<file path="src/verilog/fetch_pkg.sv">
// Fetch front end definitions
`default_nettype none

package fetch_pkg;

	// ----------------------------------------------------------
	// widths and sizes

	// byte address width of the instruction bus
	localparam int W_ADDR = 32;

	// the bus always moves one naturally aligned word per fetch
	localparam int W_DATA = 32;

	// compressed instructions are built from halfwords of this width
	localparam int W_HW = 16;

	// two slots are the least that keeps full fetch throughput
	// when decode stalls with two fetches still on the bus
	localparam int QUEUE_DEPTH = 2;

	// the first fetch after reset goes to this address
	localparam logic [W_ADDR-1:0] RESET_VECTOR = 32'h0000_0000;

	// ----------------------------------------------------------
	// data carried between the blocks

	// a word returned by the bus together with its tags
	// hwvld has one bit per halfword and the lower bit is clear for
	// the first word after a jump to the upper halfword of a word
	// a bus error covers the whole word and so both halfwords
	typedef struct packed {
		logic [W_DATA-1:0] data;
		logic [1:0]        hwvld;
		logic              err;
	} fetch_word_t;

	// one halfword of the instruction buffer with its error tag
	typedef struct packed {
		logic [W_HW-1:0] hw;
		logic            err;
	} ibuf_slot_t;

	// ----------------------------------------------------------
	// request generator state

	// the generator sits in ST_HOLDOFF for one cycle after reset
	// and issues requests only from ST_RUN onwards
	typedef enum logic {
		ST_HOLDOFF,
		ST_RUN
	} req_state_t;

endpackage

`default_nettype wire
</file>
<file path="src/verilog/fetch_frontend.sv">
// Instruction fetch front end
`default_nettype none

module fetch_frontend
	import fetch_pkg::*;
(
	input  wire               clk,
	input  wire               rst_n,

	// memory bus address phase
	// once raised the address and its valid hold until the cycle after rdy
	output logic [W_ADDR-1:0] mem_addr,
	output logic              mem_addr_vld,
	input  wire               mem_addr_rdy,

	// memory bus data phase with no back-pressure
	input  wire  [W_DATA-1:0] mem_data,
	input  wire               mem_data_err,
	input  wire               mem_data_vld,

	// jump and flush requests from the core
	input  wire  [W_ADDR-1:0] jump_target,
	input  wire               jump_target_vld,
	output logic              jump_target_rdy,

	// decode window and the number of halfwords decode takes from it
	output logic [31:0]       cir,
	output logic [1:0]        cir_vld,
	input  wire  [1:0]        cir_use,
	output logic [1:0]        cir_err
);

	logic        jump_now;
	fetch_word_t bus_word;
	logic        bus_word_vld;
	logic        queue_push;
	logic        queue_pop;
	logic        queue_full;
	logic        queue_almost_full;

	// the chain has one extra entry above the top slot that is always empty
	fetch_word_t slot_word [QUEUE_DEPTH+1];
	logic        slot_vld [QUEUE_DEPTH+1];
	logic        slot_below_vld [QUEUE_DEPTH];

	// ----------------------------------------------------------
	// request generation and bus tracking

	fetch_request u_request (
		.clk               (clk),
		.rst_n             (rst_n),
		.mem_addr          (mem_addr),
		.mem_addr_vld      (mem_addr_vld),
		.mem_addr_rdy      (mem_addr_rdy),
		.mem_data          (mem_data),
		.mem_data_err      (mem_data_err),
		.mem_data_vld      (mem_data_vld),
		.jump_target       (jump_target),
		.jump_target_vld   (jump_target_vld),
		.jump_target_rdy   (jump_target_rdy),
		.queue_full        (queue_full),
		.queue_almost_full (queue_almost_full),
		.jump_now          (jump_now),
		.bus_word          (bus_word),
		.bus_word_vld      (bus_word_vld)
	);

	// ----------------------------------------------------------
	// prefetch queue

	assign slot_word[QUEUE_DEPTH] = '0;
	assign slot_vld[QUEUE_DEPTH]  = 1'b0;

	// the queue is compact so its fill state is read from the valids
	assign queue_full        = slot_vld[QUEUE_DEPTH-1];
	assign queue_almost_full = slot_vld[QUEUE_DEPTH-2];

	for (genvar i = 0; i < QUEUE_DEPTH; i++) begin : g_slot
		// slot 0 behaves as if an occupied slot sat below it
		if (i == 0) begin : g_bottom
			assign slot_below_vld[i] = 1'b1;
		end else begin : g_upper
			assign slot_below_vld[i] = slot_vld[i-1];
		end

		fetch_queue_slot u_slot (
			.clk        (clk),
			.rst_n      (rst_n),
			.jump_now   (jump_now),
			.push       (queue_push),
			.pop        (queue_pop),
			.in_word    (bus_word),
			.above_word (slot_word[i+1]),
			.above_vld  (slot_vld[i+1]),
			.below_vld  (slot_below_vld[i]),
			.word       (slot_word[i]),
			.vld        (slot_vld[i])
		);
	end

	// ----------------------------------------------------------
	// instruction buffer and decode window

	instr_align u_align (
		.clk          (clk),
		.rst_n        (rst_n),
		.jump_now     (jump_now),
		.bus_word     (bus_word),
		.bus_word_vld (bus_word_vld),
		.head_word    (slot_word[0]),
		.head_vld     (slot_vld[0]),
		.queue_push   (queue_push),
		.queue_pop    (queue_pop),
		.cir          (cir),
		.cir_vld      (cir_vld),
		.cir_use      (cir_use),
		.cir_err      (cir_err)
	);

endmodule

`default_nettype wire

</file>
<file path="src/verilog/instr_align.sv">
// Instruction buffer and aligner
`default_nettype none

module instr_align
	import fetch_pkg::*;
(
	input  wire              clk,
	input  wire              rst_n,
	input  wire              jump_now,
	input  wire fetch_word_t bus_word,
	input  wire              bus_word_vld,
	input  wire fetch_word_t head_word,
	input  wire              head_vld,
	output logic             queue_push,
	output logic             queue_pop,
	output logic [31:0]      cir,
	output logic [1:0]       cir_vld,
	input  wire  [1:0]       cir_use,
	output logic [1:0]       cir_err
);

	// three halfwords let the window sit on either halfword of a word
	// and the lower two of them form the decode window
	ibuf_slot_t [2:0] buf_q;
	ibuf_slot_t [2:0] buf_shifted;
	ibuf_slot_t [2:0] buf_next;
	ibuf_slot_t [1:0] fetch_aligned;
	fetch_word_t      src_word;
	logic             src_vld;
	logic             room;
	logic [1:0]       buf_level;
	logic [1:0]       level_no_fetch;
	logic [1:0]       fill_amount;
	logic [1:0]       level_next;

	// ----------------------------------------------------------
	// fetch source

	// live bus data bypasses the queue only when the queue is empty
	assign src_word = head_vld ? head_word : bus_word;
	assign src_vld  = head_vld || bus_word_vld;

	// with only the upper half valid it is placed at the lowest position
	always_comb begin
		fetch_aligned[1].hw  = src_word.data[W_DATA-1:W_HW];
		fetch_aligned[1].err = src_word.err;
		fetch_aligned[0].err = src_word.err;
		if (src_word.hwvld[0]) begin
			fetch_aligned[0].hw = src_word.data[W_HW-1:0];
		end else begin
			fetch_aligned[0].hw = src_word.data[W_DATA-1:W_HW];
		end
	end

	// ----------------------------------------------------------
	// shift and refill

	// unused halfwords drop down by the amount decode took this cycle
	always_comb begin
		buf_shifted = buf_q;
		if (cir_use[1]) begin
			buf_shifted[0] = buf_q[2];
		end else if (cir_use[0]) begin
			buf_shifted[0] = buf_q[1];
			buf_shifted[1] = buf_q[2];
		end
	end

	assign level_no_fetch = buf_level - cir_use;

	// a whole word fits with at most one halfword left and a half word with two
	assign room = level_no_fetch <= (&src_word.hwvld ? 2'd1 : 2'd2);

	// a word leaves the queue when it fits and bus data that cannot
	// go straight into the buffer is parked in the queue
	assign queue_pop  = room && head_vld;
	assign queue_push = bus_word_vld && !(room && !head_vld);

	// fresh halfwords go on top of whatever is left after the shift
	always_comb begin
		buf_next = buf_shifted;
		if (room) begin
			case (level_no_fetch)
				2'd0: begin
					buf_next[0] = fetch_aligned[0];
					buf_next[1] = fetch_aligned[1];
				end
				2'd1: begin
					buf_next[1] = fetch_aligned[0];
					buf_next[2] = fetch_aligned[1];
				end
				2'd2: begin
					buf_next[2] = fetch_aligned[0];
				end
				default: begin
					buf_next = buf_shifted;
				end
			endcase
		end
	end

	assign fill_amount = (room && src_vld) ? (&src_word.hwvld ? 2'd2 : 2'd1) : 2'd0;

	// a jump empties the buffer so the window is invalid on the next cycle
	assign level_next = jump_now ? 2'd0 : level_no_fetch + fill_amount;

	// ----------------------------------------------------------
	// registers and decode window

	always_ff @(posedge clk or negedge rst_n) begin
		if (!rst_n) begin
			buf_level <= 2'd0;
			cir_vld   <= 2'd0;
			buf_q     <= '0;
		end else begin
			buf_level <= level_next;
			// the window shows at most two halfwords even with three stored
			cir_vld   <= level_next & ~(level_next >> 1);
			buf_q     <= buf_next;
		end
	end

	assign cir     = {buf_q[1].hw, buf_q[0].hw};
	assign cir_err = {buf_q[1].err, buf_q[0].err};

	// ----------------------------------------------------------
	// checks

	// decode may only take halfwords that the window offered
	a_use_le_vld: assert property (@(posedge clk) disable iff (!rst_n)
		cir_use <= cir_vld);

	// at most one word comes in per cycle so a jump from empty to three
	// can only come from the level wrapping below zero
	a_no_underflow: assert property (@(posedge clk) disable iff (!rst_n)
		(buf_level == 2'd0) |=> (buf_level != 2'd3));

endmodule

`default_nettype wire

</file>
<file path="src/verilog/fetch_queue_slot.sv">
// Prefetch queue slot
`default_nettype none

module fetch_queue_slot
	import fetch_pkg::*;
(
	input  wire              clk,
	input  wire              rst_n,
	input  wire              jump_now,
	input  wire              push,
	input  wire              pop,
	input  wire fetch_word_t in_word,
	input  wire fetch_word_t above_word,
	input  wire              above_vld,
	input  wire              below_vld,
	output fetch_word_t      word,
	output logic             vld
);

	logic [W_DATA-1:0] data_q;
	logic              err_q;
	logic [1:0]        hwvld_q;
	logic [1:0]        hwvld_next;
	logic              load;

	// a slot holds a word as long as either halfword is still wanted
	assign vld  = |hwvld_q;
	assign word = '{data: data_q, hwvld: hwvld_q, err: err_q};

	// the payload moves on every pop and fills an empty slot on a push
	// and anything it picks up while not valid is never looked at
	assign load = pop || (push && !vld);

	always_ff @(posedge clk) begin
		if (load) begin
			data_q <= above_vld ? above_word.data : in_word.data;
			err_q  <= above_vld ? above_word.err : in_word.err;
		end
	end

	// the tags decide which slot really took the word
	always_comb begin
		if (jump_now) begin
			hwvld_next = 2'b00;
		end else if (above_vld && pop) begin
			// the word above moves down into this slot
			hwvld_next = above_word.hwvld;
		end else if (vld && pop) begin
			// this is the top valid slot so a push on the same cycle ends here
			hwvld_next = push ? in_word.hwvld : 2'b00;
		end else if (vld) begin
			hwvld_next = hwvld_q;
		end else if (push && !pop && below_vld) begin
			// lowest empty slot takes the bus word
			hwvld_next = in_word.hwvld;
		end else begin
			hwvld_next = 2'b00;
		end
	end

	always_ff @(posedge clk or negedge rst_n) begin
		if (!rst_n) begin
			hwvld_q <= 2'b00;
		end else begin
			hwvld_q <= hwvld_next;
		end
	end

	// the queue stays compact so slot 0 always holds the oldest word
	a_compact: assert property (@(posedge clk) disable iff (!rst_n)
		vld |-> below_vld);

endmodule

`default_nettype wire

</file>
<file path="src/verilog/fetch_request.sv">
// Fetch request generator
`default_nettype none

module fetch_request
	import fetch_pkg::*;
(
	input  wire               clk,
	input  wire               rst_n,
	output logic [W_ADDR-1:0] mem_addr,
	output logic              mem_addr_vld,
	input  wire               mem_addr_rdy,
	input  wire  [W_DATA-1:0] mem_data,
	input  wire               mem_data_err,
	input  wire               mem_data_vld,
	input  wire  [W_ADDR-1:0] jump_target,
	input  wire               jump_target_vld,
	output logic              jump_target_rdy,
	input  wire               queue_full,
	input  wire               queue_almost_full,
	output logic              jump_now,
	output fetch_word_t       bus_word,
	output logic              bus_word_vld
);

	req_state_t        state_q;
	logic [W_ADDR-1:0] fetch_addr;
	logic [W_ADDR-1:0] jump_word;
	logic              mem_addr_hold;
	logic              addr_req;
	logic              addr_accept;
	logic              fetch_stall;
	logic              aph_odd;
	logic              aph_odd_q;
	logic              odd_idx;
	logic [1:0]        inflight_odd;
	logic [1:0]        inflight_odd_next;
	logic [1:0]        pending_fetches;
	logic [1:0]        flush_ctr;

	// ----------------------------------------------------------
	// address phase

	// the bus sees no request in the first cycle out of reset
	always_ff @(posedge clk or negedge rst_n) begin
		if (!rst_n) begin
			state_q <= ST_HOLDOFF;
		end else begin
			state_q <= ST_RUN;
		end
	end

	// a jump cannot be taken while an address is held on the bus
	assign jump_target_rdy = !mem_addr_hold;
	assign jump_now        = jump_target_vld && jump_target_rdy;
	assign jump_word       = {jump_target[W_ADDR-1:2], 2'b00};

	// the counts are registered so a full queue must stop fetch early
	// because up to two words can still be on their way back
	assign fetch_stall = queue_full
		|| (queue_almost_full && |pending_fetches)
		|| (pending_fetches > 2'd1);

	always_comb begin
		mem_addr = fetch_addr;
		addr_req = 1'b1;
		if (mem_addr_hold) begin
			// a held request keeps the address that was first raised
			mem_addr = fetch_addr;
		end else if (jump_target_vld) begin
			// a jump goes straight out unless the bus already has two in flight
			mem_addr = jump_word;
			addr_req = pending_fetches < 2'd2;
		end else if (fetch_stall) begin
			addr_req = 1'b0;
		end
	end

	assign mem_addr_vld = addr_req && (state_q == ST_RUN);
	assign addr_accept  = mem_addr_vld && mem_addr_rdy;

	// the fetch that goes out with a jump takes the target alignment
	// and a later one takes the alignment saved when the jump was taken
	assign aph_odd = jump_now ? jump_target[1] : aph_odd_q;

	// ----------------------------------------------------------
	// fetch address and bus tracking

	always_ff @(posedge clk or negedge rst_n) begin
		if (!rst_n) begin
			fetch_addr      <= RESET_VECTOR;
			mem_addr_hold   <= 1'b0;
			aph_odd_q       <= 1'b0;
			pending_fetches <= 2'd0;
			flush_ctr       <= 2'd0;
			inflight_odd    <= 2'b00;
		end else begin
			mem_addr_hold   <= mem_addr_vld && !mem_addr_rdy;
			pending_fetches <= pending_fetches + {1'b0, addr_accept} - {1'b0, mem_data_vld};
			inflight_odd    <= inflight_odd_next;
			if (jump_now) begin
				// fetch_addr moves past the target if the target went out already
				fetch_addr <= addr_accept ? jump_word + W_ADDR'(4) : jump_word;
				aph_odd_q  <= jump_target[1] && !addr_accept;
				// every word still owed by the bus belongs to the old stream
				flush_ctr  <= pending_fetches - {1'b0, mem_data_vld};
			end else begin
				if (addr_accept) begin
					fetch_addr <= fetch_addr + W_ADDR'(4);
					aph_odd_q  <= 1'b0;
				end
				if (|flush_ctr && mem_data_vld) begin
					flush_ctr <= flush_ctr - 2'd1;
				end
			end
		end
	end

	// ----------------------------------------------------------
	// alignment tags for the words in flight

	// entry 0 belongs to the oldest fetch and a new one lands just above
	// the last entry still in flight after this cycle's return
	assign odd_idx = pending_fetches[0] && !mem_data_vld;

	always_comb begin
		inflight_odd_next = inflight_odd;
		if (mem_data_vld) begin
			inflight_odd_next = {1'b0, inflight_odd[1]};
		end
		if (addr_accept) begin
			inflight_odd_next[odd_idx] = aph_odd;
		end
	end

	// the lower halfword of the word holding an odd jump target is skipped
	assign bus_word = '{
		data:  mem_data,
		hwvld: {1'b1, !inflight_odd[0]},
		err:   mem_data_err
	};

	// returns that belong to a flushed stream never leave this block
	assign bus_word_vld = mem_data_vld && (flush_ctr == 2'd0);

	// ----------------------------------------------------------
	// checks against the memory side

	a_flush_le_pending: assert property (@(posedge clk) disable iff (!rst_n)
		flush_ctr <= pending_fetches);

	a_pending_max: assert property (@(posedge clk) disable iff (!rst_n)
		pending_fetches < 2'd3);

	a_no_orphan_data: assert property (@(posedge clk) disable iff (!rst_n)
		!(mem_data_vld && (pending_fetches == 2'd0)));

endmodule

`default_nettype wire

</file>
<file path="config.mk">
export PLATFORM = sky130hd
export DESIGN_NAME = fetch_frontend
export DESIGN_NICKNAME = d
export VERILOG_FILES = /design/src/verilog/fetch_pkg.sv /design/src/verilog/fetch_frontend.sv /design/src/verilog/instr_align.sv /design/src/verilog/fetch_queue_slot.sv /design/src/verilog/fetch_request.sv
export SDC_FILE = /design/constraint.sdc
export NUM_CORES = 1
export LEC_CHECK = 0
export ABC_AREA = 1
export BUFFER_PORTS_ARGS = -buffer_cell sky130_fd_sc_hd__buf_2
export CORE_ASPECT_RATIO = 1.4
export CORE_MARGIN = 1
export CORE_UTILIZATION = 54
export CTS_CLUSTER_DIAMETER = 80
export DETAILED_ROUTE_END_ITERATION = 7
export HOLD_SLACK_MARGIN = 0.08
export PLACE_DENSITY = 0.75
export SLEW_MARGIN = 5
export SYNTH_ARGS = -nofsm -noshare
export SYNTH_HDL_FRONTEND = slang
export SYNTH_SLANG_ARGS = --single-unit
</file>
<file path="constraint.sdc">
create_clock -name clk -period 5.48 [get_ports clk]
set_clock_uncertainty 0.2 [all_clocks]
set_input_delay 1.644 -clock clk [delete_from_list [all_inputs] [get_ports clk]]
set_output_delay 1.644 -clock clk [all_outputs]
set_load 0.005 [all_outputs]
</file>
==> results.json <==
{
  "status": "complete, no violations",
  "initial_utilization_pct": 55.2,
  "slew_viol_final": 0,
  "rr_worst_depth": 8,
  "die_y_um": 168,
  "grt_pass1_vias": 9060,
  "synth_top_area_cell": "dfrtp_1",
  "synth-seq-cells": 163,
  "ant_nets": 0,
  "gp_congestion": 0.949,
  "p_int_uw": 3280,
  "grt_usage_pct": 28.7,
  "post_cts_buffers": 0,
  "max_slew_margin_pct": 39.8,
  "r2r-start": "u_request.mem_addr_hold",
  "clockBufferDepth": 2,
  "r2r_slack_ns": 2.49,
  "setup_viol_count_final": 0,
  "async_flop_share_pct": 59.5,
  "io_buffers": 138,
  "fillCellCount": 1806,
  "leakage_uw": 0.00568,
  "worstHoldPathType": "reg2reg",
  "p_sw_uw": 2440,
  "n_antenna_cell": 0,
  "synth_area_leaders": "dfrtp_1, nand2_1, edfxtp_1",
  "design.core.area_um2": 19200,
  "syn_area_per_cell_um2": 7.08,
  "yosysUniqueCellTypes": 41,
  "htreeDepth": 4,
  "clk_latency_ns": 0.43,
  "r2r_end": "u_request.fetch_addr[6]",
  "wl_per_cell_um": 15.3,
  "whs_ns": 0.310,
  "worstSetupStartpointType": "input port",
  "grt_max_degree": 80,
  "clock_sinks": 163,
  "finalCriticalPeriod_ns": 4.75,
  "netlist_top_cells_count": "nand2_1, nor2_1, inv_1, o21ai_0, dfrtp_1",
  "wl_um": 28100,
  "ir_drop_mv": 0.274,
  "io_pins": 142,
  "syn2layout_area_growth_pct": 11.2,
  "crit_path_start": "jump_target_vld",
  "drtIter0Drc": 572,
  "crit_end": "mem_addr[22]",
  "seq_area_frac_synth_pct": 41.5,
  "die_x_um": 120,
  "crit_type": "in2out",
  "final_area_um2": 11800,
  "rsz0062_at_grt": "false",
  "cts_tree": "done",
  "syn_area_um2": 10600,
  "post-dp-hpwl_um": 20700,
  "cts_root_buffer": "clkbuf_16",
  "synth_flop_cell": "dfrtp_1",
  "row_count": 60,
  "critical_path_arrival_ns": 2.90,
  "p_seq_share_pct": 36.4,
  "worst-path-max-fanout": 13,
  "critPathCaptureType": "output port",
  "hold_viol": 0,
  "cts.clk_slew.worst_paths_ns": 0.07,
  "synth_edf_count": 66,
  "ys_warn_count": 0,
  "antenna_found_initial": 0,
  "comb_power_share_pct": 42.9,
  "vias": 9726,
  "timing.fmax_mhz": 211,
  "final.period_utilization_pct": 86.6,
  "viasPerCell": 5.30,
  "layout-drive-gt1-share_pct": 13.6,
  "p_per_area_nw_per_um2": 484,
  "synth_most_common_cell": "nand2_1",
  "grt.overflow.total": 0,
  "cap_violations": 0,
  "synth_top_area_share_pct": 22.9,
  "nNetsFinal": 1657,
  "power_frac_clock_pct": 20.7,
  "cts.repair.resized": 0,
  "cts_buffers": 17,
  "dieArea_um2": 20200,
  "first_pass_iters": 6,
  "syn-instance-count": 1499,
  "crit_required_ns": 3.64,
  "placement.cell_area_um2": 11200,
  "worstMarginPinSlew_ns": 0.901,
  "swShare_pct": 42.7,
  "drc": 0,
  "grt_pass1_wl_um": 45400,
  "cts_hold_buf": 0
}
[cell type report]
type | count | area [um2] | share of cell area, %
clock inverter | 13 | 129 | 1.09
multi-input combinational | 1084 | 5110 | 43.3
inverter | 154 | 581 | 4.92
clock buffer | 19 | 454 | 3.85
timing repair buffer | 153 | 818 | 6.93
tap | 248 | 310 | 2.63
sequential | 163 | 4410 | 37.3
[layout by cell type (no fill, tap or decap), drive strengths merged, types with 4 or more instances in the layout]
cell,n
nand2,541
o21bai,6
ha,12
clkinv,7
a21oi,9
nor2,172
clkbuf,19
xor2,17
xnor2,4
edfxtp,66
nand3,85
dfrtp,97
nand4,15
nand3b,5
o21a,6
o21ai,134
inv,160
nor3,15
o211ai,36
a31oi,15
buf,153
[routing by layer]
layer  up-vias  GRT usage [%]  routed length (um)
li1       4925              -                   -
met1      4435           32.8               11100
met2       292           52.0               14700
met3        74           4.10                1180
met4         0           13.8                1140
met5         -              0                   0
[worst max-delay path, cell delays in order]
cell      delay (ns)
buf_2           0.07
inv_1           0.06
nor2_4          0.11
clkinv_1        0.40
nor2_1          0.27
o21bai_1        0.16
inv_1           0.06
buf_2           0.12
[sequential cells by signal, indices dropped and copies added (netlist names)]
| signal | flops |
|---|---|
| u_request.flush_ctr | 2 |
| u_request.fetch_addr | 30 |
| u_align.buf_level | 2 |
| u_request.mem_addr_hold | 1 |
| u_align.cir_vld | 1 |
| g_slot.u_slot.err_q | 2 |
| u_align.buf_q | 17 |
| u_request.aph_odd_q | 1 |
| u_align.cir | 32 |
| u_request.pending_fetches | 2 |
| u_align.cir_err | 2 |
| u_request.inflight_odd | 2 |
| g_slot.u_slot.data_q | 64 |
| u_request.state_q | 1 |
| g_slot.u_slot.hwvld_q | 4 |
[cells by family (layout without fill, tap and decap cells)]
logic type	after synthesis	count (layout)	share of synthesized area [%]
AOI/OAI and AO/OA	206	206	11.5
xor gates and xnor gates	21	21	1.98
adders and majority gates	12	12	1.41
buffers and inverters	253	339	10.6
DFF	163	163	41.5
muxes	4	4	0.389
other	2	3	0.0707
and+or+nand+nor	838	838	32.5
[power by group through the flow]
stage | Combinational [uW] | Clock [uW] | Sequential (uW)
after floorplan | 1980 | 0 | 2030
after global placement | 2390 | 0 | 2080
after detailed placement | 2450 | 0 | 2100
after CTS | 2460 | 1200 | 2080
after global routing | 2770 | 1250 | 2140
final | 2450 | 1180 | 2080
[how the worst min path moves through the flow]
stage / slack (ns) / end / start / cells after the start
after global placement: 0.29 / g_slot[0].u_slot.data_q[16] / g_slot[1].u_slot.data_q[16] / 2
after floorplan: 0.27 / u_request.fetch_addr[31] / u_request.fetch_addr[31] / 2
after CTS: 0.31 / g_slot[0].u_slot.data_q[14] / g_slot[1].u_slot.data_q[14] / 2
after global routing: 0.33 / g_slot[0].u_slot.data_q[11] / g_slot[1].u_slot.data_q[11] / 2
after detailed placement: 0.30 / u_request.fetch_addr[31] / u_request.fetch_addr[31] / 2
final: 0.31 / g_slot[0].u_slot.data_q[12] / g_slot[1].u_slot.data_q[12] / 2
[through the flow]
stage	setup slack, ns	TNS (ns)	cells	total power [uW]	utilization (%)
floorplan	-0.249	-16.43	1500	4010	-
global placement	0.770	0	1802	4470	58.4
detailed placement	0.772	0	1802	4550	58.4
CTS	0.767	0	1834	5740	61.4
global route	0.635	0	1834	6160	61.4
finish	0.734	0	1834	5720	61.4
Note: power is estimated with default switching activity, not from simulation.
